## config.mk

```make
export PLATFORM = sky130hd
export DESIGN_NAME = awg_top
export DESIGN_NICKNAME = d
export VERILOG_FILES = /design/src/hdl/awg_pkg.sv /design/src/hdl/awg_burst_sequencer.sv /design/src/hdl/awg_dma_loader.sv /design/src/hdl/awg_output_stage.sv /design/src/hdl/awg_top.sv /design/src/hdl/awg_wave_buffer.sv
export VERILOG_INCLUDE_DIRS = /design/src /design/src/hdl
export SDC_FILE = /design/constraint.sdc
export NUM_CORES = 1
export LEC_CHECK = 0
export ABC_AREA = 0
export BUFFER_PORTS_ARGS = -buffer_cell sky130_fd_sc_hd__buf_2
export CAP_MARGIN = 40
export CORE_AREA = 2 2 280 282
export DETAILED_ROUTE_END_ITERATION = 16
export DIE_AREA = 0 0 282 284
export PLACE_DENSITY = 0.75
export SLEW_MARGIN = 20
export SYNTH_ARGS = -nofsm -noshare
export SYNTH_HDL_FRONTEND = slang
export SYNTH_SLANG_ARGS = --single-unit
export TNS_END_PERCENT = 50
```

## constraint.sdc

```tcl
create_clock -name dma_clk -period 3.05 [get_ports dma_clk]
set_input_delay 0.1525 -clock dma_clk [delete_from_list [all_inputs] [get_ports dma_clk]]
set_output_delay 0.1525 -clock dma_clk [all_outputs]
set_load 0.1 [all_outputs]
```

## src/hdl/awg_config.svh

```systemverilog
`ifndef AWG_CONFIG_SVH
`define AWG_CONFIG_SVH

// width of one waveform sample, one stream word carries one sample
`define AWG_SAMPLE_W 16

// sample buffer depth
// keep it a power of two, the address width is derived from it
`define AWG_DEPTH 64

// width of the programmed burst count
`define AWG_BURST_W 8

`endif

```

## src/hdl/awg_pkg.sv

```systemverilog
`include "awg_config.svh"

package awg_pkg;

  // one waveform sample
  typedef logic [`AWG_SAMPLE_W-1:0] sample_t;

  // sample buffer address
  typedef logic [$clog2(`AWG_DEPTH)-1:0] addr_t;

  // waveform length 1..AWG_DEPTH, needs one bit above the address
  typedef logic [$clog2(`AWG_DEPTH):0] depth_t;

  // number of back to back bursts per start
  typedef logic [`AWG_BURST_W-1:0] burst_t;

  // trigger mode: 0 none, 1 every burst, 2 first burst only, 3 none
  typedef logic [1:0] trig_mode_t;

  // burst sequencer states
  typedef enum logic {IDLE, PLAY} awg_state_e;

endpackage

```

## src/hdl/awg_burst_sequencer.sv

```systemverilog
module awg_burst_sequencer
  import awg_pkg::*;
(
  input  logic   dma_clk,
  input  logic   rst_n_i,
  input  logic   cfg_valid_i,
  input  burst_t cfg_bursts_i,
  input  depth_t depth_i,
  input  logic   start_i,
  input  logic   stop_i,
  output logic   rd_en_o,
  output addr_t  rd_addr_o,
  output logic   first_burst_o,
  output logic   burst_start_o,
  output logic   last_o
);

  awg_state_e state_q;
  addr_t      addr_q;
  burst_t     burst_cnt_q;
  burst_t     bursts_q;
  logic       issue;
  logic       addr_end;
  logic       burst_end;
  logic       first_burst_q;
  logic       burst_start_q;
  logic       last_q;

  // one read per cycle for as long as we are playing
  assign issue     = (state_q == PLAY);
  assign rd_en_o   = issue;
  assign rd_addr_o = addr_q;

  // wrap point of the address and final pass of the burst loop
  assign addr_end  = ({1'b0, addr_q} == depth_i - 1'b1);
  assign burst_end = (burst_cnt_q == bursts_q - 1'b1);

  always_ff @(posedge dma_clk) begin
    if (!rst_n_i) begin
      state_q     <= IDLE;
      addr_q      <= '0;
      burst_cnt_q <= '0;
      bursts_q    <= '0;
    end else begin
      if (cfg_valid_i) begin
        bursts_q <= cfg_bursts_i;
      end
      case (state_q)
        IDLE: begin
          // zero bursts means nothing to play
          if (start_i && bursts_q != '0) begin
            state_q     <= PLAY;
            addr_q      <= '0;
            burst_cnt_q <= '0;
          end
        end
        PLAY: begin
          // start is ignored here, stop ends address issue right away
          if (stop_i) begin
            state_q <= IDLE;
          end else if (addr_end) begin
            addr_q <= '0;
            if (burst_end) begin
              state_q <= IDLE;
            end else begin
              burst_cnt_q <= burst_cnt_q + 1'b1;
            end
          end else begin
            addr_q <= addr_q + 1'b1;
          end
        end
        default: state_q <= IDLE;
      endcase
    end
  end

  // tags delayed by one cycle to line up with the buffer read data
  always_ff @(posedge dma_clk) begin
    if (!rst_n_i) begin
      first_burst_q <= 1'b0;
      burst_start_q <= 1'b0;
      last_q        <= 1'b0;
    end else begin
      first_burst_q <= issue && burst_cnt_q == '0;
      burst_start_q <= issue && addr_q == '0;
      // an aborted run never reports done
      last_q        <= issue && addr_end && burst_end && !stop_i;
    end
  end

  assign first_burst_o = first_burst_q;
  assign burst_start_o = burst_start_q;
  assign last_o        = last_q;

endmodule

```

## src/hdl/awg_dma_loader.sv

```systemverilog
module awg_dma_loader
  import awg_pkg::*;
(
  input  logic    dma_clk,
  input  logic    rst_n_i,
  input  logic    cfg_valid_i,
  input  depth_t  cfg_depth_i,
  input  logic    wr_valid_i,
  input  sample_t wr_data_i,
  input  logic    wr_last_i,
  output logic    buf_we_o,
  output addr_t   buf_waddr_o,
  output sample_t buf_wdata_o,
  output depth_t  depth_o,
  output logic    xfer_error_o
);

  // full buffer, the depth register comes out of reset with this
  localparam depth_t depth_max = depth_t'(2 ** $bits(addr_t));

  depth_t depth_q;
  addr_t  idx_q;
  logic   discard_q;
  logic   err_q;
  logic   at_end;

  // current word is the configured final word of the waveform
  assign at_end = ({1'b0, idx_q} == depth_q - 1'b1);

  // words are dropped while waiting for the last flag of a bad transfer
  assign buf_we_o    = wr_valid_i & ~discard_q;
  assign buf_waddr_o = idx_q;
  assign buf_wdata_o = wr_data_i;

  assign depth_o      = depth_q;
  assign xfer_error_o = err_q;

  always_ff @(posedge dma_clk) begin
    if (!rst_n_i) begin
      depth_q   <= depth_max;
      idx_q     <= '0;
      discard_q <= 1'b0;
      err_q     <= 1'b0;
    end else begin
      // error is a single cycle strobe
      err_q <= 1'b0;
      if (cfg_valid_i) begin
        depth_q <= cfg_depth_i;
      end
      if (wr_valid_i) begin
        if (discard_q) begin
          // resync on the next last flag, index already back at 0
          if (wr_last_i) begin
            discard_q <= 1'b0;
          end
        end else if (wr_last_i) begin
          // end of transfer, early last is flagged
          idx_q <= '0;
          err_q <= ~at_end;
        end else if (at_end) begin
          // last flag missing on the final word
          idx_q     <= '0;
          discard_q <= 1'b1;
          err_q     <= 1'b1;
        end else begin
          idx_q <= idx_q + 1'b1;
        end
      end
    end
  end

endmodule

```

## src/hdl/awg_output_stage.sv

```systemverilog
module awg_output_stage
  import awg_pkg::*;
(
  input  logic       dma_clk,
  input  logic       rst_n_i,
  input  logic       cfg_valid_i,
  input  trig_mode_t cfg_trig_mode_i,
  input  logic       rd_valid_i,
  input  sample_t    rd_data_i,
  input  logic       first_burst_i,
  input  logic       burst_start_i,
  input  logic       last_i,
  output logic       sample_valid_o,
  output sample_t    sample_o,
  output logic       trigger_o,
  output logic       done_o
);

  trig_mode_t mode_q;
  logic       trig_next;

  // mode 1 fires on every burst start, mode 2 on the first burst only
  always_comb begin
    case (mode_q)
      2'd1:    trig_next = rd_valid_i & burst_start_i;
      2'd2:    trig_next = rd_valid_i & burst_start_i & first_burst_i;
      default: trig_next = 1'b0;
    endcase
  end

  always_ff @(posedge dma_clk) begin
    if (!rst_n_i) begin
      mode_q         <= '0;
      sample_valid_o <= 1'b0;
      sample_o       <= '0;
      trigger_o      <= 1'b0;
      done_o         <= 1'b0;
    end else begin
      if (cfg_valid_i) begin
        mode_q <= cfg_trig_mode_i;
      end
      // sample, valid, trigger and done leave on the same edge
      sample_valid_o <= rd_valid_i;
      if (rd_valid_i) begin
        sample_o <= rd_data_i;
      end
      trigger_o <= trig_next;
      done_o    <= rd_valid_i & last_i;
    end
  end

endmodule

```

## src/hdl/awg_top.sv

```systemverilog
module awg_top
  import awg_pkg::*;
(
  input  logic       dma_clk,
  input  logic       rst_n_i,
  input  logic       cfg_valid_i,
  input  depth_t     cfg_depth_i,
  input  burst_t     cfg_bursts_i,
  input  trig_mode_t cfg_trig_mode_i,
  input  logic       wr_valid_i,
  input  sample_t    wr_data_i,
  input  logic       wr_last_i,
  input  logic       start_i,
  input  logic       stop_i,
  output logic       xfer_error_o,
  output logic       sample_valid_o,
  output sample_t    sample_o,
  output logic       trigger_o,
  output logic       done_o
);

  // loader write port into the buffer
  logic    buf_we;
  addr_t   buf_waddr;
  sample_t buf_wdata;
  depth_t  depth;

  // sequencer read port and tags
  logic    rd_en;
  addr_t   rd_addr;
  sample_t rd_data;
  logic    rd_valid;
  logic    rd_first_burst;
  logic    rd_burst_start;
  logic    rd_last;

  // each block latches its own field on cfg_valid_i
  awg_dma_loader u_loader (
    .dma_clk      (dma_clk),
    .rst_n_i      (rst_n_i),
    .cfg_valid_i  (cfg_valid_i),
    .cfg_depth_i  (cfg_depth_i),
    .wr_valid_i   (wr_valid_i),
    .wr_data_i    (wr_data_i),
    .wr_last_i    (wr_last_i),
    .buf_we_o     (buf_we),
    .buf_waddr_o  (buf_waddr),
    .buf_wdata_o  (buf_wdata),
    .depth_o      (depth),
    .xfer_error_o (xfer_error_o)
  );

  awg_wave_buffer u_buffer (
    .dma_clk     (dma_clk),
    .buf_we_i    (buf_we),
    .buf_waddr_i (buf_waddr),
    .buf_wdata_i (buf_wdata),
    .rd_en_i     (rd_en),
    .rd_addr_i   (rd_addr),
    .rd_data_o   (rd_data),
    .rd_valid_o  (rd_valid)
  );

  awg_burst_sequencer u_sequencer (
    .dma_clk       (dma_clk),
    .rst_n_i       (rst_n_i),
    .cfg_valid_i   (cfg_valid_i),
    .cfg_bursts_i  (cfg_bursts_i),
    .depth_i       (depth),
    .start_i       (start_i),
    .stop_i        (stop_i),
    .rd_en_o       (rd_en),
    .rd_addr_o     (rd_addr),
    .first_burst_o (rd_first_burst),
    .burst_start_o (rd_burst_start),
    .last_o        (rd_last)
  );

  awg_output_stage u_output (
    .dma_clk         (dma_clk),
    .rst_n_i         (rst_n_i),
    .cfg_valid_i     (cfg_valid_i),
    .cfg_trig_mode_i (cfg_trig_mode_i),
    .rd_valid_i      (rd_valid),
    .rd_data_i       (rd_data),
    .first_burst_i   (rd_first_burst),
    .burst_start_i   (rd_burst_start),
    .last_i          (rd_last),
    .sample_valid_o  (sample_valid_o),
    .sample_o        (sample_o),
    .trigger_o       (trigger_o),
    .done_o          (done_o)
  );

endmodule

```

## src/hdl/awg_wave_buffer.sv

```systemverilog
module awg_wave_buffer
  import awg_pkg::*;
(
  input  logic    dma_clk,
  input  logic    buf_we_i,
  input  addr_t   buf_waddr_i,
  input  sample_t buf_wdata_i,
  input  logic    rd_en_i,
  input  addr_t   rd_addr_i,
  output sample_t rd_data_o,
  output logic    rd_valid_o
);

  // one entry per address, so AWG_DEPTH samples
  sample_t mem [2 ** $bits(addr_t)];
  sample_t rd_data_q;
  logic    rd_valid_q;

  always_ff @(posedge dma_clk) begin
    if (buf_we_i) begin
      mem[buf_waddr_i] <= buf_wdata_i;
    end
    // registered read, data follows rd_en by one cycle
    if (rd_en_i) begin
      rd_data_q <= mem[rd_addr_i];
    end
    rd_valid_q <= rd_en_i;
  end

  assign rd_data_o  = rd_data_q;
  assign rd_valid_o = rd_valid_q;

endmodule
```

* Word-level counts from Yosys, hierarchy flattened
Memories as Yosys holds them, arrays and structs flattened. A register that Yosys moved wholly into a read port is not among the register bits.
Cells that the tools add are included.
** Storage, ports and cells
- Flip-flop bits (word level) :: 63
- Bits in writable memories :: 1024
- Input port bits :: 40
- Output and inout bits :: 20
- Word-level logic and storage cells :: 79
- Memories kept :: 1
** Cells by class
- $add $sub $neg :: 5
- Equal/unequal tests :: 9
- Mux-type cells :: 24
- Bitwise operators :: 9
- Reduce and logical (&&, ||, !) cells :: 14
** Memories
- u_buffer.mem :: words 64, width 16, rd ports 1, clocked after Yosys merged registers in 1, wr ports 1, line awg_wave_buffer.sv:15 : sample_t mem [2 ** $bits(addr_t)];
** Operators with widths (number)
- two-way mux 8 bit :: 4
- two-way mux 6 bit :: 5
- one-hot mux 8 bit (2 select lines) :: 1
- equality test 6 x 7 -> 1 bit :: 2
- adder 6 x 1 -> 6 bit, second input constant :: 2
- one-hot mux 6 bit (2 select lines) :: 1
- two-way mux 1 bit :: 11
- adder 8 x 1 -> 8 bit, second input constant :: 1
- equality test 8 bit :: 1
- logical NOT 8 bit :: 1
- nonzero test 8 bit :: 1
- subtractor 8 x 1 -> 8 bit, second input constant :: 1
- subtractor 7 x 1 -> 7 bit, second input constant :: 1
- logical AND 1 bit :: 6
- logical NOT 6 bit :: 1
- != test 2 bit, second input constant :: 3
- NOT 1 bit :: 5
- bitwise AND 1 bit :: 4
- one-hot mux 1 bit (2 select lines) :: 2
- AND reduction 2 bit :: 2
- AND reduction 4 bit :: 1
- OR reduction 3 bit :: 1
- equality test 2 x 1 -> 1 bit, second input constant :: 1
- equality test 2 bit, second input constant :: 1
- other kinds (2) :: 2

* Depth between registers and ports, before layout
Gate-level depths: netlist of the first run.
- Depth in word-level cells :: 6
- Gate-level depth with buffers :: 11
- Depth with buffers taken out :: 9

* Hierarchy
Synthesis of the first run repeated with hierarchy kept, for this count alone.
** Second synthesis, totals
- Cells, all modules :: 2207
- Area, all modules :: 43643.1 µm²
** Modules (own cells, without submodules)
- awg_wave_buffer :: times used 1, cells each 1830, area each 40222.3 µm², sequential area each 31250.0 µm²
- awg_burst_sequencer :: times used 1, cells each 198, area each 1664.1 µm², sequential area each 520.5 µm²
- awg_dma_loader :: times used 1, cells each 110, area each 937.1 µm², sequential area each 300.3 µm²
- awg_output_stage :: times used 1, cells each 69, area each 819.5 µm², sequential area each 420.4 µm²

* Least setup slack after synthesis of the first run
Ideal clock, no wire load.
- Path kind :: register -> register
- Start :: register u_sequencer.addr_q[0], in the netlist u_sequencer.rd_addr_o[0]
- End :: register u_buffer.rd_data_q[0], in the netlist u_buffer.rd_data_o[0], read port of u_buffer.mem (data pin)
- Library setup time :: 0.268 ns
- Arrival :: 2.627 ns
- Data required time :: 2.782 ns
- Setup slack :: 0.155 ns
- Cell stages (with the launch flop) :: 8
- Path buffers :: 3
- Period minus slack after synthesis :: 2.895 ns
- Cell sequence :: dfxtp_1 -> clkbuf_1 -> buf_2 -> buf_1 -> mux4_2 -> mux4_2 -> a22oi_1 -> o21ai_1
** RTL lines
- start, declared :: line awg_burst_sequencer.sv:19 : addr_t addr_q;
- start signal, assigned :: line awg_burst_sequencer.sv:69 : addr_q <= addr_q + 1'b1;
- end, declared :: line awg_wave_buffer.sv:16 : sample_t rd_data_q;

==> flow_metrics.tcl, run 1 <==
set metrics [dict create \
    run_status "completed" \
    wire_length_of_the_first_global_routing_pass_um 153000 \
    post_route_cells_drive_above_1_share 0.284 \
    synthDominantAreaCellType "sky130_fd_sc_hd__edfxtp_1" \
    synth_area_mm2 0.0429 \
    placeableCoreArea_mm2 0.0770 \
    maxSlewViolCount 0 \
    crit_arrival_ps 3280 \
    cts.root.buffer_cell "sky130_fd_sc_hd__clkbuf_16" \
    global_route.usage.total 0.269 \
    synth.avg_cell_area_um2 20.9 \
    ys_seq_area_frac 0.758 \
    synthCells 2049 \
    dp_slack_ps 232 \
    worst_setup_hold_path_clk_slew_ps 60 \
    via_count 22371 \
    hp-class "primary input to flip-flop" \
    finClkSkew_ps 34.6 \
    start_util 0.557 \
    worst_hold_path.endpoint "u_buffer.mem[5][12]" \
    worst_pin_slew_ps 892 \
    number_of_synthesis_warnings 0 \
    ios 60 \
    setup-tns-final_ps 0 \
    synthToLayoutAreaGrowth_pct 15.7 \
    synth-main-ff-cell "sky130_fd_sc_hd__edfxtp_1" \
    avgViaCountPerCell 6.53 \
    drtAntennaViolNets 0 \
    synthTopCellsByArea "sky130_fd_sc_hd__edfxtp_1, sky130_fd_sc_hd__mux4_2, sky130_fd_sc_hd__dfxtp_1, sky130_fd_sc_hd__mux2i_1, sky130_fd_sc_hd__nor2_1" \
    rsz0062_at_grt "no" \
    syn_nets 2100 \
    async_flop_share 0 \
    worst_hold_startpoint "wr_data_i[12]" \
    crit_type "flip-flop to flip-flop" \
    power_switching_share 0.205 \
    core.rowCount 102 \
    final_cell_mix "sky130_fd_sc_hd__edfxtp_1, sky130_fd_sc_hd__mux4_2, sky130_fd_sc_hd__buf_4" \
    count_of_flip_flops_with_a_built_in_enable_after_synthesis 1040 \
    first_global_vias 22515 \
    max_clock_freq_mhz 347 \
    endpoint_kind "flip-flop" \
    antenna_cells 0 \
    cts_tree "done" \
    timing.critical_path.cells "buf_12 > buf_12 > mux4_2 > mux4_2 > a22oi_1 > o21ai_1" \
    power.share.combinational 0.041 \
    ff2ff_setup_slack_ps 170 \
    largest_net_degree_at_the_start_of_global_routing 57 \
    cp_num_buf_inv 2 \
    synth_largest_type_area_fraction 0.728 \
    fillers 4836 \
    power_frac_clock 0.424 \
    hold_crit_depth 2 \
    fp.dieW_um 282 \
    dieHeight_um 284 \
    p_leak_nw 15.7 \
    number_of_h_tree_levels 3 \
    wl_um 106000 \
    worst-path-max-fanout 18 \
    drtPass1Iterations 6 \
    post-layout-total-power_mw 31.2 \
    power_report.internal_total_mw 24.8 \
    cts_inserted_buffers 106 \
    mostFrequentLayoutCell "sky130_fd_sc_hd__edfxtp_1" \
    cpMaxStageDelayCell "sky130_fd_sc_hd__mux4_2" \
    hold_viol_final 0 \
    number_of_antenna_violations_at_the_first_check_in_global_routing 3 \
    grt_overflow 0 \
    r2r_cells 6 \
    relSlewSlack 0.404 \
    power.density_cell_area_mw_per_mm2 629 \
    die-area_mm2 0.0801 \
    crit_required_ps 3450 \
    crit_path_max_incr_delay_ps 630 \
    design.final.nets 2348 \
    critPathLaunchType "flip-flop" \
    layout_setup_ws_ps 171 \
    timing.final.crit_period_ps 2880 \
    worst_r2r_startpoint "u_sequencer.rd_addr_o[0]" \
    portion_of_total_power_attributed_to_sequential_cells 0.535 \
    buffer_ports.inserted 59 \
    final-setup-viol-count 0 \
    rr_endpoint "u_buffer.rd_data_o[9]" \
    vdd_ir_drop_max_uv 548 \
    clock_sink_count 1103 \
    globalplace.congestion 0.895 \
    ys_seq_elements 1103 \
    cp_delay_by_family_top "multiplexers" \
    wl_per_cell_um 31.0 \
    dpl.hpwl_um 61200 \
    post-route-drc-count 0 \
    post-route-period-util 0.944 \
    number_of_maximum_capacitance_constraint_violations 0 \
    initialDrtViolationCount 2722 \
    switching_power_mw 6.41 \
    netlist-cell-type-count 56 \
    clock_tree.buffer_depth 3 \
    worst_skew_pair.late_latency_ps 680 \
]
[stage by stage]
stage | hold WS [ps] | std cells | instance area, um^2 | utilization
final | 17.0 | 3427 | 49600 | 0.645
after global routing | 7.95 | 3427 | 49600 | 0.645
after CTS | 2.31 | 3424 | 49500 | 0.644
after detailed placement | 384 | 3194 | 45700 | 0.594
after global placement | 375 | 3178 | 45400 | 0.590
after floorplan | 251 | 2049 | 42900 | -
[layout make-up]
class	instances	area [um^2]	area share
sequential	1103	32500	0.655
multi-input combinational	818	9890	0.199
clock buffer	134	2840	0.0573
timing repair buffer	253	2320	0.0468
tap	1040	1300	0.0262
clock inverter	64	687	0.0138
inverter	15	56.3	0.00114
[kinds of logic after synthesis]
group / count (synthesis) / share of synthesized area
buf+inv: 128 / 0.0121
compound gates: 141 / 0.0219
flops: 1103 / 0.758
fa+ha+maj: 11 / 0.00321
simple gates: 259 / 0.0287
mux: 389 / 0.173
xor+xnor: 18 / 0.00368
[routing by layer]
layer / routed length (um) / vias up / share of wire / track usage
met4: 3570 / 2 / 0.034 / 0.0967
met3: 12600 / 236 / 0.12 / 0.0759
met1: 39600 / 11677 / 0.37 / 0.372
met2: 50500 / 1423 / 0.47 / 0.414
li1: - / 9033 / - / -
met5: 13 / - / 0.00012 / 0
[how the worst max path moves through the flow]
stage                                  start                         end  slack (ps)  cells after the start
detailed placement       u_loader.depth_o[0]  u_sequencer.burst_cnt_q[5]         230                      8
CTS                      u_loader.depth_o[0]          u_loader.discard_q         100                     10
global placement    u_sequencer.rd_addr_o[1]      u_buffer.rd_data_o[12]         150                      6
global route             u_loader.depth_o[2]          u_loader.discard_q          30                      8
finish              u_sequencer.rd_addr_o[0]       u_buffer.rd_data_o[9]         170                      6
floorplan           u_sequencer.rd_addr_o[0]       u_buffer.rd_data_o[0]         160                      7
[cell usage after synthesis, types with 6 or more instances]
cell / count
sky130_fd_sc_hd__edfxtp_1: 1040
sky130_fd_sc_hd__mux4_2: 280
sky130_fd_sc_hd__nor2_1: 125
sky130_fd_sc_hd__mux2i_1: 109
sky130_fd_sc_hd__clkbuf_1: 71
sky130_fd_sc_hd__dfxtp_1: 63
sky130_fd_sc_hd__nand2_1: 35
sky130_fd_sc_hd__a21oi_1: 29
sky130_fd_sc_hd__buf_1: 28
sky130_fd_sc_hd__nand3_1: 20
sky130_fd_sc_hd__a221oi_1: 18
sky130_fd_sc_hd__a22oi_1: 16
sky130_fd_sc_hd__a31oi_1: 14
sky130_fd_sc_hd__o21ai_1: 13
sky130_fd_sc_hd__inv_1: 12
sky130_fd_sc_hd__xnor2_1: 12
sky130_fd_sc_hd__buf_2: 11
sky130_fd_sc_hd__ha_1: 11
sky130_fd_sc_hd__o21ai_0: 11
sky130_fd_sc_hd__nor4_1: 9
sky130_fd_sc_hd__nor2b_1: 8
sky130_fd_sc_hd__o31ai_1: 8
sky130_fd_sc_hd__or3_1: 8
sky130_fd_sc_hd__and3_1: 7
sky130_fd_sc_hd__nand2b_1: 7
sky130_fd_sc_hd__or4_1: 7
sky130_fd_sc_hd__and2_1: 6
sky130_fd_sc_hd__nand4_1: 6
sky130_fd_sc_hd__o211ai_1: 6
sky130_fd_sc_hd__o22ai_1: 6
sky130_fd_sc_hd__xor2_1: 6
[power groups by stage]
stage | sequential, mW | combinational, mW | clock (mW)
global placement | 17.0 | 1.14 | 0
global route | 16.7 | 1.35 | 13.9
CTS | 16.7 | 1.26 | 13.4
floorplan | 17.1 | 0.561 | 0
detailed placement | 17.0 | 1.22 | 0
finish | 16.7 | 1.28 | 13.2
[sequential cells by signal, indices dropped and copies added, names as in the netlist, 2 cells and up]
register / flops
u_sequencer.burst_cnt_q: 8
u_output.mode_q: 2
u_loader.depth_o: 7
u_loader.buf_waddr_o: 6
u_buffer.mem: 1024
u_buffer.rd_data_o: 16
u_sequencer.bursts_q: 8
u_output.sample_o: 16
u_sequencer.rd_addr_o: 6
[what timing repair did]
item | 4_1_cts | 5_1_grt
endpoints found under the hold margin | 179 | 4
endpoints found under the setup margin | 0 | 1
setup buffers | 0 | 0
hold buffers | 32 | 1
resized for setup | 0 | 3
No activity file was read; power rests on OpenSTA's default activity.
==> run 2: changes to the inputs <==
Settings changed: SETUP_SLACK_MARGIN set to 0.5.
==> run 2 against run 1 <==
- cell count is 1.3% higher
- clock power barely moved
- power increased by 0.30%
==> flow_metrics.tcl, run 2 (same netlist as run 1, synthesis figures left out) <==
set metrics [dict create \
    final_core_utilization 0.652 \
    layout_setup_ws_ps 378 \
    post-route-period-util 0.876 \
    post_route_cells_drive_above_1_share 0.309 \
    endpoint_kind "flip-flop" \
    die-area_mm2 0.0801 \
    r2r_cells 6 \
    seq_area_mm2 0.0325 \
    cts_tree "done" \
    first_global_vias 22786 \
    cts_inserted_buffers 107 \
    hp-class "primary input to flip-flop" \
    hold_viol_final 0 \
    number_of_antenna_violations_at_the_first_check_in_global_routing 3 \
    buffer_ports.inserted 59 \
    design.final.nets 2390 \
    timing.final.crit_period_ps 2670 \
    worst-path-max-fanout 20 \
    multi_input_area_mm2 0.0100 \
    timing.critical_path.cells "buf_12 > buf_12 > mux4_2 > mux4_2 > mux2i_1 > a21oi_1" \
    number_of_h_tree_levels 3 \
    clock_sink_count 1103 \
    dp_slack_ps 270 \
    run_status "completed" \
    fillers 4834 \
    clock_tree.buffer_depth 3 \
    core.rowCount 102 \
    drtPass1Iterations 9 \
    wl_um 109000 \
    worst_pin_slew_ps 866 \
    global_route.usage.total 0.274 \
    worst_setup_hold_path_clk_slew_ps 70 \
    fp.dieW_um 282 \
    p_leak_nw 16.0 \
    avgViaCountPerCell 6.51 \
    grt_overflow 0 \
    post-route-drc-count 0 \
    crit_required_ps 3450 \
    finClkSkew_ps 21.6 \
    vdd_ir_drop_max_uv 479 \
    worst_skew_pair.late_latency_ps 670 \
    placed_cell_area_mm2 0.0457 \
    registers.top_by_ff_count "u_buffer.mem" \
    crit_path_max_incr_delay_ps 560 \
    wire_length_of_the_first_global_routing_pass_um 156000 \
    initialDrtViolationCount 3306 \
    cpMaxStageDelayCell "sky130_fd_sc_hd__mux4_2" \
    rsz0062_at_grt "yes" \
    power.density_cell_area_mw_per_mm2 624 \
    finalHoldWorstSlack_ps 29.6 \
    worst_hold_startpoint "wr_data_i[4]" \
    cts.root.buffer_cell "sky130_fd_sc_hd__clkbuf_16" \
    mostFrequentLayoutCell "sky130_fd_sc_hd__edfxtp_1" \
    ff2ff_setup_slack_ps 380 \
    crit_type "flip-flop to flip-flop" \
    critPathLaunchType "flip-flop" \
    dpl.hpwl_um 62100 \
    dieHeight_um 284 \
    drtAntennaViolNets 0 \
    globalplace.congestion 0.935 \
    max_clock_freq_mhz 374 \
    start_util 0.557 \
    via_count 22581 \
    maxSlewViolCount 0 \
    crit_arrival_ps 3070 \
    hold_crit_depth 1 \
    largest_net_degree_at_the_start_of_global_routing 65 \
    placeableCoreArea_mm2 0.0770 \
    startpoint_of_the_most_critical_setup_path "u_sequencer.rd_addr_o[0]" \
    setup-tns-final_ps 0 \
    wl_per_cell_um 31.4 \
    final-setup-viol-count 0 \
    finalInstanceArea_mm2 0.0502 \
    worst_r2r_startpoint "u_sequencer.rd_addr_o[0]" \
    final_cell_mix "sky130_fd_sc_hd__edfxtp_1, sky130_fd_sc_hd__mux4_2, sky130_fd_sc_hd__buf_4" \
    synthToLayoutAreaGrowth_pct 17.0 \
    number_of_maximum_capacitance_constraint_violations 0 \
    relSlewSlack 0.422 \
    max_ffs_per_register 1024 \
    ios 60 \
]
## run 2: cell types whose count changed in the layout (fill, tap and decap cells not counted), sizes merged
cell and delta:
buf +39, bufbuf +1, clkbuf -6, clkinv +1
clkinvlp +6, diode +1, dlygate4sd3 -1, inv +2
or4 +1
## run 2: worst paths after layout
path / to
setup / recovery: u_buffer.rd_data_o[10]
hold / removal: u_buffer.mem[58][4]
setup reg to reg: u_buffer.rd_data_o[10]
hold reg to reg: u_output.trigger_o
## run 2: timing repair
item | 4_1_cts | 5_1_grt
gates resized for setup | 8 | 36
buffers inserted | 14 | 14
hold buffers | 32 | 0
pin swaps | 2 | 11
hold endpoints to repair | 171 | 0
setup endpoints to repair | 21 | 29
cloned | 3 | 1
## run 2: area by class of cell
class | instances | share of cell area
Inverter | 15 | 0.00112
Clock inverter | 73 | 0.0141
Multi-Input combinational cell | 819 | 0.199
Timing Repair Buffer | 293 | 0.0545
Sequential cell | 1103 | 0.648
Antenna cell | 1 | 0.0000499
Clock buffer | 127 | 0.0566
Tap cell | 1040 | 0.0259
## run 2: per-stage QoR
step | cells | power [mW]
final | 3471 | 31.3
after global routing | 3470 | 32.1
after CTS | 3454 | 31.4
after detailed placement | 3205 | 18.2
after global placement | 3187 | 18.1
after floorplan | 2049 | 17.7
## run 2: metal layers
metal,part of all wire,track usage
met1,0.37,0.379
met2,0.48,0.433
met3,0.11,0.0657
met4,0.031,0.0903
met5,0.00017,0
## run 2: worst max-delay path, delay by kind of cell (launching register included)
family / cells / cell delay [ps]
buf+inv: 2 / 360
compound gates: 1 / 140
flops: 1 / 360
mux: 3 / 1530
## run 2: power breakdown
group          switching [mW]  leakage (nW)  internal [mW]  total (mW)
clock                    5.53          1.74           7.73        13.3
combinational           0.807          4.39          0.534        1.34
sequential             0.0815          9.88           16.6        16.7
total                    6.42          16.0           24.9        31.3
